`config.mk`:
```
export PLATFORM = sky130hd
export DESIGN_NAME = cache_bus_bridge
export DESIGN_NICKNAME = d
export VERILOG_FILES = /design/src/verilog/bridge_pkg.sv /design/src/verilog/req_decode.sv /design/src/verilog/read_burst_engine.sv /design/src/verilog/write_burst_engine.sv /design/src/verilog/line_assembler.sv /design/src/verilog/cache_bus_bridge.sv
export SDC_FILE = /design/constraint.sdc
export NUM_CORES = 1
export LEC_CHECK = 0
export BUFFER_PORTS_ARGS = -buffer_cell sky130_fd_sc_hd__buf_2
export CAP_MARGIN = 30
export CORE_AREA = 2 2 449 451
export DETAILED_ROUTE_END_ITERATION = 10
export DIE_AREA = 0 0 451 453
export PLACE_DENSITY = 0.38
export SLEW_MARGIN = 25
export SYNTH_ARGS = -nofsm -noshare
export SYNTH_HDL_FRONTEND = slang
export SYNTH_SLANG_ARGS = --single-unit
```
`constraint.sdc`:
```
create_clock -name clk -period 28.4 [get_ports clk]
set_input_delay 5.68 -clock clk [delete_from_list [all_inputs] [get_ports clk]]
set_output_delay 5.68 -clock clk [all_outputs]
set_load 0.02 [all_outputs]
```
`src/verilog/bridge_pkg.sv`:
```
package bridge_pkg;

    // bus and line geometry
    localparam int BEAT_W     = 32;
    localparam int LINE_BEATS = 8;
    localparam int LINE_W     = BEAT_W * LINE_BEATS;
    localparam int BEAT_IDX_W = 3;
    localparam int OFFSET_W   = 5;

    typedef enum logic [1:0] {
        SRC_NONE   = 2'b00,
        SRC_ICACHE = 2'b01,
        SRC_DCACHE = 2'b10,
        SRC_UNC    = 2'b11
    } rd_src_e;

    // line number for bursts, word number for single transfers
    typedef union packed {
        struct packed {
            logic [31-OFFSET_W:0] line_num;
            logic [OFFSET_W-1:0]  offset;
        } line_view;
        struct packed {
            logic [29:0] word_num;
            logic [1:0]  byte_sel;
        } word_view;
    } addr_u;

    typedef struct packed {
        logic    valid;
        rd_src_e src;
        addr_u   addr;
    } rd_desc_t;

    // uncached word sits in the lowest beat of data
    typedef struct packed {
        logic              valid;
        logic              uncached;
        addr_u             addr;
        logic [3:0]        strb;
        logic [LINE_W-1:0] data;
    } wr_desc_t;

    typedef struct packed {
        logic                  valid;
        rd_src_e               src;
        logic [BEAT_IDX_W-1:0] idx;
        logic [BEAT_W-1:0]     data;
    } rd_beat_t;

endpackage

```
`src/verilog/req_decode.sv`:
```
`timescale 1ns/1ps

module req_decode (
    input  logic                          clk,
    input  logic                          rst,
    input  logic                          inst_ren_i,
    input  logic [31:0]                   inst_addr_i,
    input  logic                          data_ren_i,
    input  logic [31:0]                   data_raddr_i,
    input  logic                          data_wen_i,
    input  logic [31:0]                   data_waddr_i,
    input  logic [bridge_pkg::LINE_W-1:0] data_wdata_i,
    input  logic                          unc_ren_i,
    input  logic [31:0]                   unc_raddr_i,
    input  logic                          unc_wen_i,
    input  logic [31:0]                   unc_waddr_i,
    input  logic [bridge_pkg::BEAT_W-1:0] unc_wdata_i,
    input  logic [3:0]                    unc_wstrb_i,
    input  logic                          rd_busy_i,
    input  logic                          rd_done_i,
    input  logic                          wr_busy_i,
    input  logic                          wr_done_i,
    output logic                          inst_accept_o,
    output logic                          data_raccept_o,
    output logic                          data_waccept_o,
    output logic                          unc_raccept_o,
    output logic                          unc_waccept_o,
    output bridge_pkg::rd_desc_t          rd_desc_o,
    output bridge_pkg::wr_desc_t          wr_desc_o
);
    import bridge_pkg::*;

    logic     rd_free;
    logic     wr_free;
    rd_desc_t rd_desc_q;
    wr_desc_t wr_desc_q;

    // cached requests go out line aligned
    function automatic addr_u line_addr(input logic [31:0] a);
        addr_u r;
        r.line_view.line_num = a[31:OFFSET_W];
        r.line_view.offset   = '0;
        return r;
    endfunction

    function automatic addr_u word_addr(input logic [31:0] a);
        addr_u r;
        r.word_view.word_num = a[31:2];
        r.word_view.byte_sel = a[1:0];
        return r;
    endfunction

    assign rd_free = !rd_desc_q.valid && !rd_busy_i;
    assign wr_free = !wr_desc_q.valid && !wr_busy_i;

    // read priority: uncached, dcache, icache
    assign unc_raccept_o  = rd_free && unc_ren_i;
    assign data_raccept_o = rd_free && data_ren_i && !unc_ren_i;
    assign inst_accept_o  = rd_free && inst_ren_i && !unc_ren_i && !data_ren_i;

    assign unc_waccept_o  = wr_free && unc_wen_i;
    assign data_waccept_o = wr_free && data_wen_i && !unc_wen_i;

    always_ff @(posedge clk)
    begin
        if (rst)
        begin
            rd_desc_q.valid <= 1'b0;
            rd_desc_q.src   <= SRC_NONE;
        end
        else if (rd_done_i)
            rd_desc_q.valid <= 1'b0;
        else if (unc_raccept_o)
            rd_desc_q <= '{valid: 1'b1, src: SRC_UNC, addr: word_addr(unc_raddr_i)};
        else if (data_raccept_o)
            rd_desc_q <= '{valid: 1'b1, src: SRC_DCACHE, addr: line_addr(data_raddr_i)};
        else if (inst_accept_o)
            rd_desc_q <= '{valid: 1'b1, src: SRC_ICACHE, addr: line_addr(inst_addr_i)};
    end

    always_ff @(posedge clk)
    begin
        if (rst)
            wr_desc_q.valid <= 1'b0;
        else if (wr_done_i)
            wr_desc_q.valid <= 1'b0;
        else if (unc_waccept_o)
            wr_desc_q <= '{valid: 1'b1, uncached: 1'b1, addr: word_addr(unc_waddr_i),
                           strb: unc_wstrb_i, data: LINE_W'(unc_wdata_i)};
        else if (data_waccept_o)
            wr_desc_q <= '{valid: 1'b1, uncached: 1'b0, addr: line_addr(data_waddr_i),
                           strb: 4'hf, data: data_wdata_i};
    end

    assign rd_desc_o = rd_desc_q;
    assign wr_desc_o = wr_desc_q;

    // held until the engine reports done
    a_rd_desc_stable: assert property (@(posedge clk) disable iff (rst)
        rd_desc_q.valid && !rd_done_i |=> $stable(rd_desc_q));
    a_wr_desc_stable: assert property (@(posedge clk) disable iff (rst)
        wr_desc_q.valid && !wr_done_i |=> $stable(wr_desc_q));

endmodule

```
`src/verilog/read_burst_engine.sv`:
```
`timescale 1ns/1ps

module read_burst_engine (
    input  logic                          clk,
    input  logic                          rst,
    input  bridge_pkg::rd_desc_t          rd_desc_i,
    input  logic                          bus_rvalid_i,
    input  logic [bridge_pkg::BEAT_W-1:0] bus_rdata_i,
    output logic                          rd_busy_o,
    output logic                          rd_done_o,
    output bridge_pkg::rd_beat_t          rd_beat_o,
    output logic                          bus_ren_o,
    output logic [31:0]                   bus_raddr_o,
    output logic [7:0]                    bus_rlen_o
);
    import bridge_pkg::*;

    typedef enum logic [1:0] {
        RD_IDLE,
        RD_LINE,
        RD_WORD
    } rd_state_e;

    rd_state_e             state_q;
    logic [BEAT_IDX_W-1:0] beat_cnt_q;
    logic                  last_beat;

    assign last_beat = (state_q == RD_WORD) ||
                       (beat_cnt_q == BEAT_IDX_W'(LINE_BEATS - 1));

    always_ff @(posedge clk)
    begin
        if (rst)
        begin
            state_q    <= RD_IDLE;
            beat_cnt_q <= '0;
        end
        else
        begin
            case (state_q)
                RD_IDLE:
                begin
                    beat_cnt_q <= '0;
                    if (rd_desc_i.valid)
                        state_q <= (rd_desc_i.src == SRC_UNC) ? RD_WORD : RD_LINE;
                end
                default:
                begin
                    if (bus_rvalid_i)
                    begin
                        beat_cnt_q <= beat_cnt_q + 1'b1;
                        if (last_beat)
                            state_q <= RD_IDLE;
                    end
                end
            endcase
        end
    end

    assign rd_busy_o = (state_q != RD_IDLE);
    assign rd_done_o = rd_busy_o && bus_rvalid_i && last_beat;

    // address and length stay put while the descriptor is held
    assign bus_ren_o   = rd_busy_o;
    assign bus_raddr_o = rd_desc_i.addr;
    assign bus_rlen_o  = (state_q == RD_WORD) ? 8'd0 : 8'(LINE_BEATS - 1);

    // tag each beat with owner and position
    assign rd_beat_o.valid = rd_busy_o && bus_rvalid_i;
    assign rd_beat_o.src   = rd_busy_o ? rd_desc_i.src : SRC_NONE;
    assign rd_beat_o.idx   = beat_cnt_q;
    assign rd_beat_o.data  = bus_rdata_i;

    a_no_rvalid_idle: assert property (@(posedge clk) disable iff (rst)
        state_q == RD_IDLE |-> !bus_rvalid_i);

endmodule

```
`src/verilog/write_burst_engine.sv`:
```
`timescale 1ns/1ps

module write_burst_engine (
    input  logic                          clk,
    input  logic                          rst,
    input  bridge_pkg::wr_desc_t          wr_desc_i,
    input  logic                          bus_wresp_i,
    output logic                          wr_busy_o,
    output logic                          wr_done_o,
    output logic                          bus_wen_o,
    output logic [31:0]                   bus_waddr_o,
    output logic [bridge_pkg::BEAT_W-1:0] bus_wdata_o,
    output logic [3:0]                    bus_wstrb_o,
    output logic [7:0]                    bus_wlen_o,
    output logic                          bus_wlast_o
);
    import bridge_pkg::*;

    typedef enum logic [1:0] {
        WR_IDLE,
        WR_LINE,
        WR_WORD
    } wr_state_e;

    wr_state_e             state_q;
    logic [BEAT_IDX_W-1:0] beat_cnt_q;

    always_ff @(posedge clk)
    begin
        if (rst)
        begin
            state_q    <= WR_IDLE;
            beat_cnt_q <= '0;
        end
        else
        begin
            case (state_q)
                WR_IDLE:
                begin
                    beat_cnt_q <= '0;
                    if (wr_desc_i.valid)
                        state_q <= wr_desc_i.uncached ? WR_WORD : WR_LINE;
                end
                default:
                begin
                    // each response moves on to the next beat
                    if (bus_wresp_i)
                    begin
                        beat_cnt_q <= beat_cnt_q + 1'b1;
                        if (bus_wlast_o)
                            state_q <= WR_IDLE;
                    end
                end
            endcase
        end
    end

    // uncached word sits in beat 0, and the count stays zero for it
    assign bus_wdata_o = wr_desc_i.data[beat_cnt_q*BEAT_W +: BEAT_W];

    assign wr_busy_o   = (state_q != WR_IDLE);
    assign bus_wen_o   = wr_busy_o;
    assign bus_waddr_o = wr_desc_i.addr;
    assign bus_wstrb_o = (state_q == WR_WORD) ? wr_desc_i.strb : 4'hf;
    assign bus_wlen_o  = (state_q == WR_WORD) ? 8'd0 : 8'(LINE_BEATS - 1);
    assign bus_wlast_o = (state_q == WR_WORD) ||
                         (state_q == WR_LINE && beat_cnt_q == BEAT_IDX_W'(LINE_BEATS - 1));
    assign wr_done_o   = bus_wresp_i && bus_wlast_o;

    a_no_wresp_idle: assert property (@(posedge clk) disable iff (rst)
        state_q == WR_IDLE |-> !bus_wresp_i);

endmodule

```
`src/verilog/line_assembler.sv`:
```
`timescale 1ns/1ps

module line_assembler (
    input  logic                          clk,
    input  logic                          rst,
    input  bridge_pkg::rd_beat_t          rd_beat_i,
    input  logic                          rd_done_i,
    input  logic                          wr_done_i,
    input  logic                          wr_uncached_i,
    output logic                          inst_rvalid_o,
    output logic [bridge_pkg::LINE_W-1:0] inst_rdata_o,
    output logic                          data_rvalid_o,
    output logic [bridge_pkg::LINE_W-1:0] data_rdata_o,
    output logic                          unc_rvalid_o,
    output logic [bridge_pkg::BEAT_W-1:0] unc_rdata_o,
    output logic                          data_bvalid_o,
    output logic                          unc_bvalid_o
);
    import bridge_pkg::*;

    // beat 0 lands in the low bits
    always_ff @(posedge clk)
    begin
        if (rd_beat_i.valid)
        begin
            case (rd_beat_i.src)
                SRC_ICACHE: inst_rdata_o[rd_beat_i.idx*BEAT_W +: BEAT_W] <= rd_beat_i.data;
                SRC_DCACHE: data_rdata_o[rd_beat_i.idx*BEAT_W +: BEAT_W] <= rd_beat_i.data;
                SRC_UNC:    unc_rdata_o <= rd_beat_i.data;
                default:    ;
            endcase
        end
    end

    // one cycle after the closing beat or response
    always_ff @(posedge clk)
    begin
        if (rst)
        begin
            inst_rvalid_o <= 1'b0;
            data_rvalid_o <= 1'b0;
            unc_rvalid_o  <= 1'b0;
            data_bvalid_o <= 1'b0;
            unc_bvalid_o  <= 1'b0;
        end
        else
        begin
            inst_rvalid_o <= rd_done_i && (rd_beat_i.src == SRC_ICACHE);
            data_rvalid_o <= rd_done_i && (rd_beat_i.src == SRC_DCACHE);
            unc_rvalid_o  <= rd_done_i && (rd_beat_i.src == SRC_UNC);
            data_bvalid_o <= wr_done_i && !wr_uncached_i;
            unc_bvalid_o  <= wr_done_i && wr_uncached_i;
        end
    end

endmodule

```
`src/verilog/cache_bus_bridge.sv`:
```
`timescale 1ns/1ps

module cache_bus_bridge (
    input  logic                          clk,
    input  logic                          rst,
    input  logic                          inst_ren_i,
    input  logic [31:0]                   inst_addr_i,
    output logic                          inst_accept_o,
    output logic                          inst_rvalid_o,
    output logic [bridge_pkg::LINE_W-1:0] inst_rdata_o,
    input  logic                          data_ren_i,
    input  logic [31:0]                   data_raddr_i,
    output logic                          data_raccept_o,
    output logic                          data_rvalid_o,
    output logic [bridge_pkg::LINE_W-1:0] data_rdata_o,
    input  logic                          data_wen_i,
    input  logic [31:0]                   data_waddr_i,
    input  logic [bridge_pkg::LINE_W-1:0] data_wdata_i,
    output logic                          data_waccept_o,
    output logic                          data_bvalid_o,
    input  logic                          unc_ren_i,
    input  logic [31:0]                   unc_raddr_i,
    output logic                          unc_raccept_o,
    output logic                          unc_rvalid_o,
    output logic [bridge_pkg::BEAT_W-1:0] unc_rdata_o,
    input  logic                          unc_wen_i,
    input  logic [31:0]                   unc_waddr_i,
    input  logic [bridge_pkg::BEAT_W-1:0] unc_wdata_i,
    input  logic [3:0]                    unc_wstrb_i,
    output logic                          unc_waccept_o,
    output logic                          unc_bvalid_o,
    output logic                          bus_ren_o,
    output logic [31:0]                   bus_raddr_o,
    output logic [7:0]                    bus_rlen_o,
    input  logic                          bus_rvalid_i,
    input  logic [bridge_pkg::BEAT_W-1:0] bus_rdata_i,
    output logic                          bus_wen_o,
    output logic [31:0]                   bus_waddr_o,
    output logic [bridge_pkg::BEAT_W-1:0] bus_wdata_o,
    output logic [3:0]                    bus_wstrb_o,
    output logic [7:0]                    bus_wlen_o,
    output logic                          bus_wlast_o,
    input  logic                          bus_wresp_i
);
    import bridge_pkg::*;

    rd_desc_t rd_desc;
    wr_desc_t wr_desc;
    rd_beat_t rd_beat;
    logic     rd_busy;
    logic     rd_done;
    logic     wr_busy;
    logic     wr_done;

    req_decode u_req_decode (
        .clk            (clk),
        .rst            (rst),
        .inst_ren_i     (inst_ren_i),
        .inst_addr_i    (inst_addr_i),
        .data_ren_i     (data_ren_i),
        .data_raddr_i   (data_raddr_i),
        .data_wen_i     (data_wen_i),
        .data_waddr_i   (data_waddr_i),
        .data_wdata_i   (data_wdata_i),
        .unc_ren_i      (unc_ren_i),
        .unc_raddr_i    (unc_raddr_i),
        .unc_wen_i      (unc_wen_i),
        .unc_waddr_i    (unc_waddr_i),
        .unc_wdata_i    (unc_wdata_i),
        .unc_wstrb_i    (unc_wstrb_i),
        .rd_busy_i      (rd_busy),
        .rd_done_i      (rd_done),
        .wr_busy_i      (wr_busy),
        .wr_done_i      (wr_done),
        .inst_accept_o  (inst_accept_o),
        .data_raccept_o (data_raccept_o),
        .data_waccept_o (data_waccept_o),
        .unc_raccept_o  (unc_raccept_o),
        .unc_waccept_o  (unc_waccept_o),
        .rd_desc_o      (rd_desc),
        .wr_desc_o      (wr_desc)
    );

    read_burst_engine u_read_engine (
        .clk          (clk),
        .rst          (rst),
        .rd_desc_i    (rd_desc),
        .bus_rvalid_i (bus_rvalid_i),
        .bus_rdata_i  (bus_rdata_i),
        .rd_busy_o    (rd_busy),
        .rd_done_o    (rd_done),
        .rd_beat_o    (rd_beat),
        .bus_ren_o    (bus_ren_o),
        .bus_raddr_o  (bus_raddr_o),
        .bus_rlen_o   (bus_rlen_o)
    );

    write_burst_engine u_write_engine (
        .clk         (clk),
        .rst         (rst),
        .wr_desc_i   (wr_desc),
        .bus_wresp_i (bus_wresp_i),
        .wr_busy_o   (wr_busy),
        .wr_done_o   (wr_done),
        .bus_wen_o   (bus_wen_o),
        .bus_waddr_o (bus_waddr_o),
        .bus_wdata_o (bus_wdata_o),
        .bus_wstrb_o (bus_wstrb_o),
        .bus_wlen_o  (bus_wlen_o),
        .bus_wlast_o (bus_wlast_o)
    );

    line_assembler u_line_assembler (
        .clk           (clk),
        .rst           (rst),
        .rd_beat_i     (rd_beat),
        .rd_done_i     (rd_done),
        .wr_done_i     (wr_done),
        .wr_uncached_i (wr_desc.uncached),
        .inst_rvalid_o (inst_rvalid_o),
        .inst_rdata_o  (inst_rdata_o),
        .data_rvalid_o (data_rvalid_o),
        .data_rdata_o  (data_rdata_o),
        .unc_rvalid_o  (unc_rvalid_o),
        .unc_rdata_o   (unc_rdata_o),
        .data_bvalid_o (data_bvalid_o),
        .unc_bvalid_o  (unc_bvalid_o)
    );

endmodule

```
==> impl_results.md, run 1 <==
- Mapped Cells: 1928
- Mux contribution to synthesized area: 7.35%
- WL final: 144000 um
- Worst setup margin: between 15 and 20 ns
- Core Rows: 164
- Crit Path Category: in2out
- Slew HR: around a third
- Setup TNS: 0 ns
- CTS resizes: 0
- Largest net degree at the start of global routing: ~150
- Aggregate global routing overflow: 0
- Final Hold Viols: 0
- First-pass GRT wire length: 190000 um
- Starting Density: 17.2%
- VDD IR max: 52.8 uV
- Synthesis-stage register bit count: a little under 900
- Crit Path Max Fanout: 28
- Clk slew on worst S/H paths: 0.06 ns
- Startpoint Class: primary input
- CTS tree: done
- Cell Area, Placed: 42800 um^2
- Initial antenna violation count: 52
- Final setup fails: 0
- RSZ-0062 raised after global routing: false
- Total GRT Usage: about 14%
- H-tree depth: 3
- Post-Synth XOR/XNOR Area: less than 1%
- Via count: 21400
- Final instance area: 46300 um^2
- PortBufs: about 1100
- Status: complete, no violations
- I/O pin cnt: 1166
- Max-slew violation count: 0
- Leakage: around 0.017 uW
- Clock sink count: 888
- Layout cells sized above 1: 49.8%
- Post-Synth Simple-Gate Area: 9.81%
- Synth unique cells: 47
- Final period utilization: 45.0%
- CTS max path bufs: 3
- Detailed Route Iter0 Violations: 1337
- Register area share after synthesis: 77.3%
- Post-CTS Setup Repair Bufs: 0
- Residual DRC count: 0
- Post-synthesis area per instance: between 15 and 20 um^2
- Critical path required time: around 23 ns
- Die height: 453 um
- Max Cap Violations: 0
- Final Wtd Congestion: 0.852
- Clock root cell: clkbuf_16
- Post-Syn Area: ~34000 um^2
- Worst-Margin Slew: 0.976 ns
- 1st-pass router iterations: 6
- Die Span X: 451 um
- Hold Path Class: reg2reg
- Power Density: between 60 and 70 nW/um^2
- Skew final: around 0.054 ns
- Fmax: ~78 MHz
- Core area: 199000 um^2
- Post-Synth Adder-Cell Area: 0.256%
- CP Capture Type: output port
- Post-synth EDFFs: ~870
- Vias per Instance: approximately 3.7
- Die area: 204000 um^2
- Area Overhead vs Synth: 35.2%
- Fin crit period: 12.79 ns
- Clk Latency, worst-skew pair: 0.72 ns
- Avg WL per Cell: about 25 um
- Hold_buf cts: 0
- Final #Nets: 3550
- DP HPWL: approximately 110000 um
- Data arrival time of the critical path: slightly above 7 ns
- ANT nets after route: 0
- Total CTS buffers: 106
- Yosys warns: 0
- Largest family of logic cells by synthesized area: simple AND/OR/NAND/NOR gates
- Ys flop type: edfxtp_1
- Fraction of registers with async set/reset: 0%
- DP Worst Slack: ~16 ns
- Number of global-route vias before repair: 22100
- Post-synthesis compound-gate area fraction: around 2.0%
## power by group
| group | switching, uW | total (uW) | internal, uW |
|---|---|---|---|
| Clock | 579 | 1360 | 777 |
| Sequential | 15.7 | 1510 | 1490 |
| Combinational | 150 | 247 | 97.4 |
## critical path, stage by stage
cell      delay [ns]
buf_2           0.18
nand2b_2        0.52
nor2_1          0.47
buf_2           0.25
## per-layer routing
layer / wire (um) / GRT usage [%]
met5: 390 / 0
met4: 4640 / 4.78
met3: 10700 / 4.03
met2: 77200 / 25.4
met1: 50900 / 14.1
## stage by stage
stage / std cells / total power (uW) / hold slack [ns] / utilization (%)
floorplan: 1937 / 1700 / 0.451 / -
global placement: 5596 / 1790 / 0.510 / 21.5
detailed placement: 5597 / 1790 / 0.518 / 21.5
CTS: 5789 / 3170 / 0.507 / 23.2
global route: 5793 / 3230 / 0.525 / 23.2
finish: 5803 / 3110 / 0.495 / 23.2
## registers in the layout, summed over array words and instances, names as in the netlist
name                            cells
u_req_decode.wr_desc_o            294
u_line_assembler.data_rdata_o     256
u_line_assembler.inst_rdata_o     256
u_req_decode.rd_desc_o             35
u_line_assembler.unc_rdata_o       32
u_read_engine.beat_cnt_q            3
u_write_engine.beat_cnt_q           3
u_read_engine.state_q               2
u_write_engine.state_q              2
u_line_assembler.data_bvalid_o      1
u_line_assembler.data_rvalid_o      1
u_line_assembler.inst_rvalid_o      1
u_line_assembler.unc_bvalid_o       1
u_line_assembler.unc_rvalid_o       1
## cell usage in the layout, fill, tap and decap left out, drive strengths merged, types with 4 or more instances in the layout
cell and count:
o32a 27, inv 14, dfxtp 19, bufinv 9, conb 10, or3 4
clkbuf 124, edfxtp 869, mux2 92, and3 10, and2 133, nor3 25
ha 7, diode 13, buf 1187, nor2 137, nand2b 15, mux2i 4
mux4 64, o21ai 6, nand2 40, clkinv 55, nor2b 227, o221a 27
## cell type report
class / count / area [um^2]
inverters: 11 / 41.3
flip-flops and latches: 888 / 26500
repair buffers: 1187 / 6090
clock buffers: 124 / 2750
clock inverters: 68 / 702
well taps: 2656 / 3320
multi-input cells: 856 / 6870
diodes: 13 / 32.5
fillers: 21200 / 153000
## kinds of logic after synthesis
logic type	after synthesis
buf+inv	193
compound gates	71
simple gates	606
other cells	1
mux	160
fa+ha+maj	7
flops	888
xor+xnor	2
## final timing paths
path | start | endpoint | slack [ns] | depth (start not counted)
max | unc_ren_i | data_raccept_o | 15.61 | 4
min | u_req_decode.wr_desc_o[292]$_SDFFCE_PN1P_ | u_line_assembler.data_bvalid_o$_SDFF_PP0_ | 0.50 | 1
max reg2reg | u_write_engine.state_q[1]$_SDFFE_PP0P_ | u_req_decode.wr_desc_o[254]$_SDFFCE_PN0P_ | 23.35 | 9
min reg2reg | u_req_decode.wr_desc_o[292]$_SDFFCE_PN1P_ | u_line_assembler.data_bvalid_o$_SDFF_PP0_ | 0.50 | 1
## cell usage after synthesis, drive strengths merged (4+ instances only)
cell type	n	area, um^2
o32a	27	270
buf	117	796
or3	4	25.0
clkbuf	65	248
inv	10	37.5
and3	10	62.6
nor2	137	517
mux2	92	1040
nand2	40	150
nor3	25	130
nand2b	15	93.8
ha	7	87.6
o21ai	6	30.0
mux2i	4	40.0
dfxtp	19	380
edfxtp	869	26100
and2	133	832
nor2b	227	1420
mux4	64	1440
o221a	27	304
Power figures use the tool's default switching activity.
==> run 2, diff against run 1 <==
==> constraint.sdc (replaced) <==
create_clock -name clk -period 11.6 [get_ports clk]
set_input_delay 2.32 -clock clk [delete_from_list [all_inputs] [get_ports clk]]
set_output_delay 2.32 -clock clk [all_outputs]
set_load 0.02 [all_outputs]
==> run 2 against run 1 <==
Effect of this change: non-clock buffer count fell by 3; global-route usage rose by 0.22 points; clock power rose by 140%; die area did not move; setup slack got worse by 10 ns; sequential power rose by 140%; sequential share of layout area rose by 0.070 points; via count rose by 0.77%; register-to-register slack got worse by 15 ns; sequential cell count did not move; largest cell class unchanged.
==> impl_results.md, run 2 (synthesized netlist as in run 1, its figures left out) <==
- Fin crit period: 6.05 ns
- 1st-pass router iterations: 6 (unchanged)
- Via count: 21500 (was 21400)
- Detailed Route Iter0 Violations: 1470 (was 1337)
- Clk Latency, worst-skew pair: 0.74 ns (was 0.72 ns)
- Area Overhead vs Synth: 35.1% (was 35.2%)
- Max-slew violation count: 0 (unchanged)
- Core area: 199000 um^2 (unchanged)
- Total GRT Usage: 13.7% (was 13.5%)
- Starting Density: 17.2% (unchanged)
- CTS max path bufs: 3 (unchanged)
- Vias per Instance: 3.71 (was 3.68)
- Status: complete, no violations (unchanged)
- H-tree depth: 3 (unchanged)
- Critical path required time: 9.28 ns (was 22.72 ns)
- Skew final: 0.0459 ns (was 0.0538 ns)
- Buf+Inv Stages, Crit Path: 3 (was 2)
- Max Cap Violations: 0 (unchanged)
- Initial antenna violation count: 61 (was 52)
- Total CTS buffers: 107 (was 106)
- Leakage: 0.0169 uW (about the same)
- Setup TNS: 0 ns (unchanged)
- Slew HR: 32.5% (was 34.9%)
- # fillers: 21200 (about the same)
- Startpoint Class: flop (was primary input)
- ANT nets after route: 0 (unchanged)
- WL final: 146000 um (was 144000 um)
- Critical path's top delay family: buffers and inverters (was simple AND/OR/NAND/NOR gates)
- Largest net degree at the start of global routing: 157 (was 153)
- Crit path max-delay cell type: mux4_2 (was nand2b_2)
- Layout cells sized above 1: 49.6% (was 49.8%)
- Data arrival time of the critical path: 3.73 ns (was 7.11 ns)
- Final instance area: 46200 um^2 (was 46300 um^2)
- Reg2reg path depth: 6 (was 9)
- Fmax: 165 MHz
- Final design utilization: 23.2% (about the same)
- VDD IR max: 110 uV (was 52.8 uV)
- Worst-Margin Slew: 1.01 ns (was 0.976 ns)
- Critical Path Max Stage Delay: 0.67 ns (was 0.52 ns)
- Most frequent cells in the layout: 1140 x buf_2, 869 x edfxtp_1, 226 x nor2b_1, 133 x and2_1, 133 x nor2_1 (unchanged)
- Core Rows: 164 (unchanged)
- DP HPWL: 109000 um (about the same)
- Die height: 453 um (unchanged)
- Final Hold Viols: 0 (unchanged)
- Clk slew on worst S/H paths: 0.07 ns (was 0.06 ns)
- PortBufs: 1140 (unchanged)
- CTS resizes: 0 (unchanged)
- RSZ-0062 raised after global routing: false (unchanged)
- Die Span X: 451 um (unchanged)
- Die area: 204000 um^2 (unchanged)
- Final Wtd Congestion: 0.856 (was 0.852)
- Cell Area, Placed: 42800 um^2 (about the same)
- Crit Path Max Fanout: 33 (was 28)
- Clock sink count: 888 (unchanged)
- Hold Path Class: reg2reg (unchanged)
- Aggregate global routing overflow: 0 (unchanged)
- Hold_buf cts: 0 (unchanged)
- I/O pin cnt: 1166 (unchanged)
- Final setup fails: 0 (unchanged)
- Number of global-route vias before repair: 22300 (was 22100)
- Final #Nets: 3548 (was 3550)
- Post-CTS Setup Repair Bufs: 0 (unchanged)
- Power Density: 164 nW/um^2 (was 67.2 nW/um^2)
- CP Depth: 5 (was 4)
- Final period utilization: 52.2%
- First-pass GRT wire length: 193000 um (was 190000 um)
- Fin Hold WS: 0.510 ns (was 0.495 ns)
- Crit Path Category: reg2out (was in2out)
- Worst path most repeated cell: buf_4 (was buf_2)
- WHS Path Cells: 1 (unchanged)
- CP Capture Type: output port (unchanged)
- Most common cell after layout, fill and taps aside: buf_2 (unchanged)
- Cells along the critical path: buf_4 > buf_4 > mux4_2 > mux2_2 > buf_2 (was buf_2 > nand2b_2 > nor2_1 > buf_2)
- Largest register FFs: 294 (unchanged)
- CTS tree: done (unchanged)
- Avg WL per Cell: 25.1 um (was 24.8 um)
- Clock root cell: clkbuf_16 (unchanged)
- Residual DRC count: 0 (unchanged)
run 2: cell count changes in the layout (fill, tap and decap cells not counted), sizes merged:
cell | before | now
clkinvlp | 1 | 7
buf | 1187 | 1184
bufinv | 9 | 7
diode | 13 | 15
clkbuf | 124 | 125
clkinv | 55 | 54
inv | 14 | 15
run 2: area by class of cell:
class	instances	area, um^2	share of cell area (%)
clock buffer	125	2750	5.94
inverter	11	41.3	0.0893
clock inverter	72	661	1.43
antenna	15	37.5	0.0812
multi-input combinational	856	6870	14.9
sequential	888	26500	57.3
timing repair buffer	1184	6070	13.1
tap	2656	3320	7.19
run 2: routing by layer:
layer / GRT usage, % / routed length (um) / up-vias
met5: 0 / 479 / -
met2: 26.0 / 78400 / 954
met3: 4.28 / 11000 / 249
met1: 14.4 / 51800 / 10800
met4: 4.23 / 3940 / 78
li1: - / - / 9413
run 2: worst register-to-register path: cells and delay by family (launching register included):
| family | cells | cell delay (ns) |
|---|---|---|
| buffers and inverters | 3 | 1.60 |
| flip-flops | 1 | 0.35 |
| multiplexers | 1 | 0.57 |
| AND/OR/NAND/NOR | 2 | 0.61 |
run 2: metrics by stage:
stage | instances | setup WS [ns] | power [uW]
4_1_cts | 5792 | 5.24 | 7730
2_1_floorplan | 1937 | 1.40 | 4130
3_5_place_dp | 5595 | 5.76 | 4390
5_1_grt | 5797 | 5.17 | 7890
3_3_place_gp | 5595 | 5.76 | 4390
6_report | 5807 | 5.55 | 7610
run 2: path summary, 6_finish.rpt:
| path | from | slack, ns | to |
|---|---|---|---|
| setup / recovery | u_write_engine.beat_cnt_q[0]$_SDFFE_PP0P_ | 5.55 | bus_wdata_o[31] |
| hold / removal | u_req_decode.wr_desc_o[292]$_SDFFCE_PN1P_ | 0.51 | u_line_assembler.data_bvalid_o$_SDFF_PP0_ |
| setup reg to reg | u_write_engine.state_q[1]$_SDFFE_PP0P_ | 8.16 | u_req_decode.wr_desc_o[280]$_DFFE_PP_ |
| hold reg to reg | u_req_decode.wr_desc_o[292]$_SDFFCE_PN1P_ | 0.51 | u_line_assembler.data_bvalid_o$_SDFF_PP0_ |
run 2: power by group:
| part | switching (uW) | leakage (uW) | internal (uW) |
|---|---|---|---|
| sequential | 34.2 | 0.00830 | 3650 |
| combinational | 374 | 0.00693 | 238 |
| clock | 1450 | 0.00164 | 1860 |
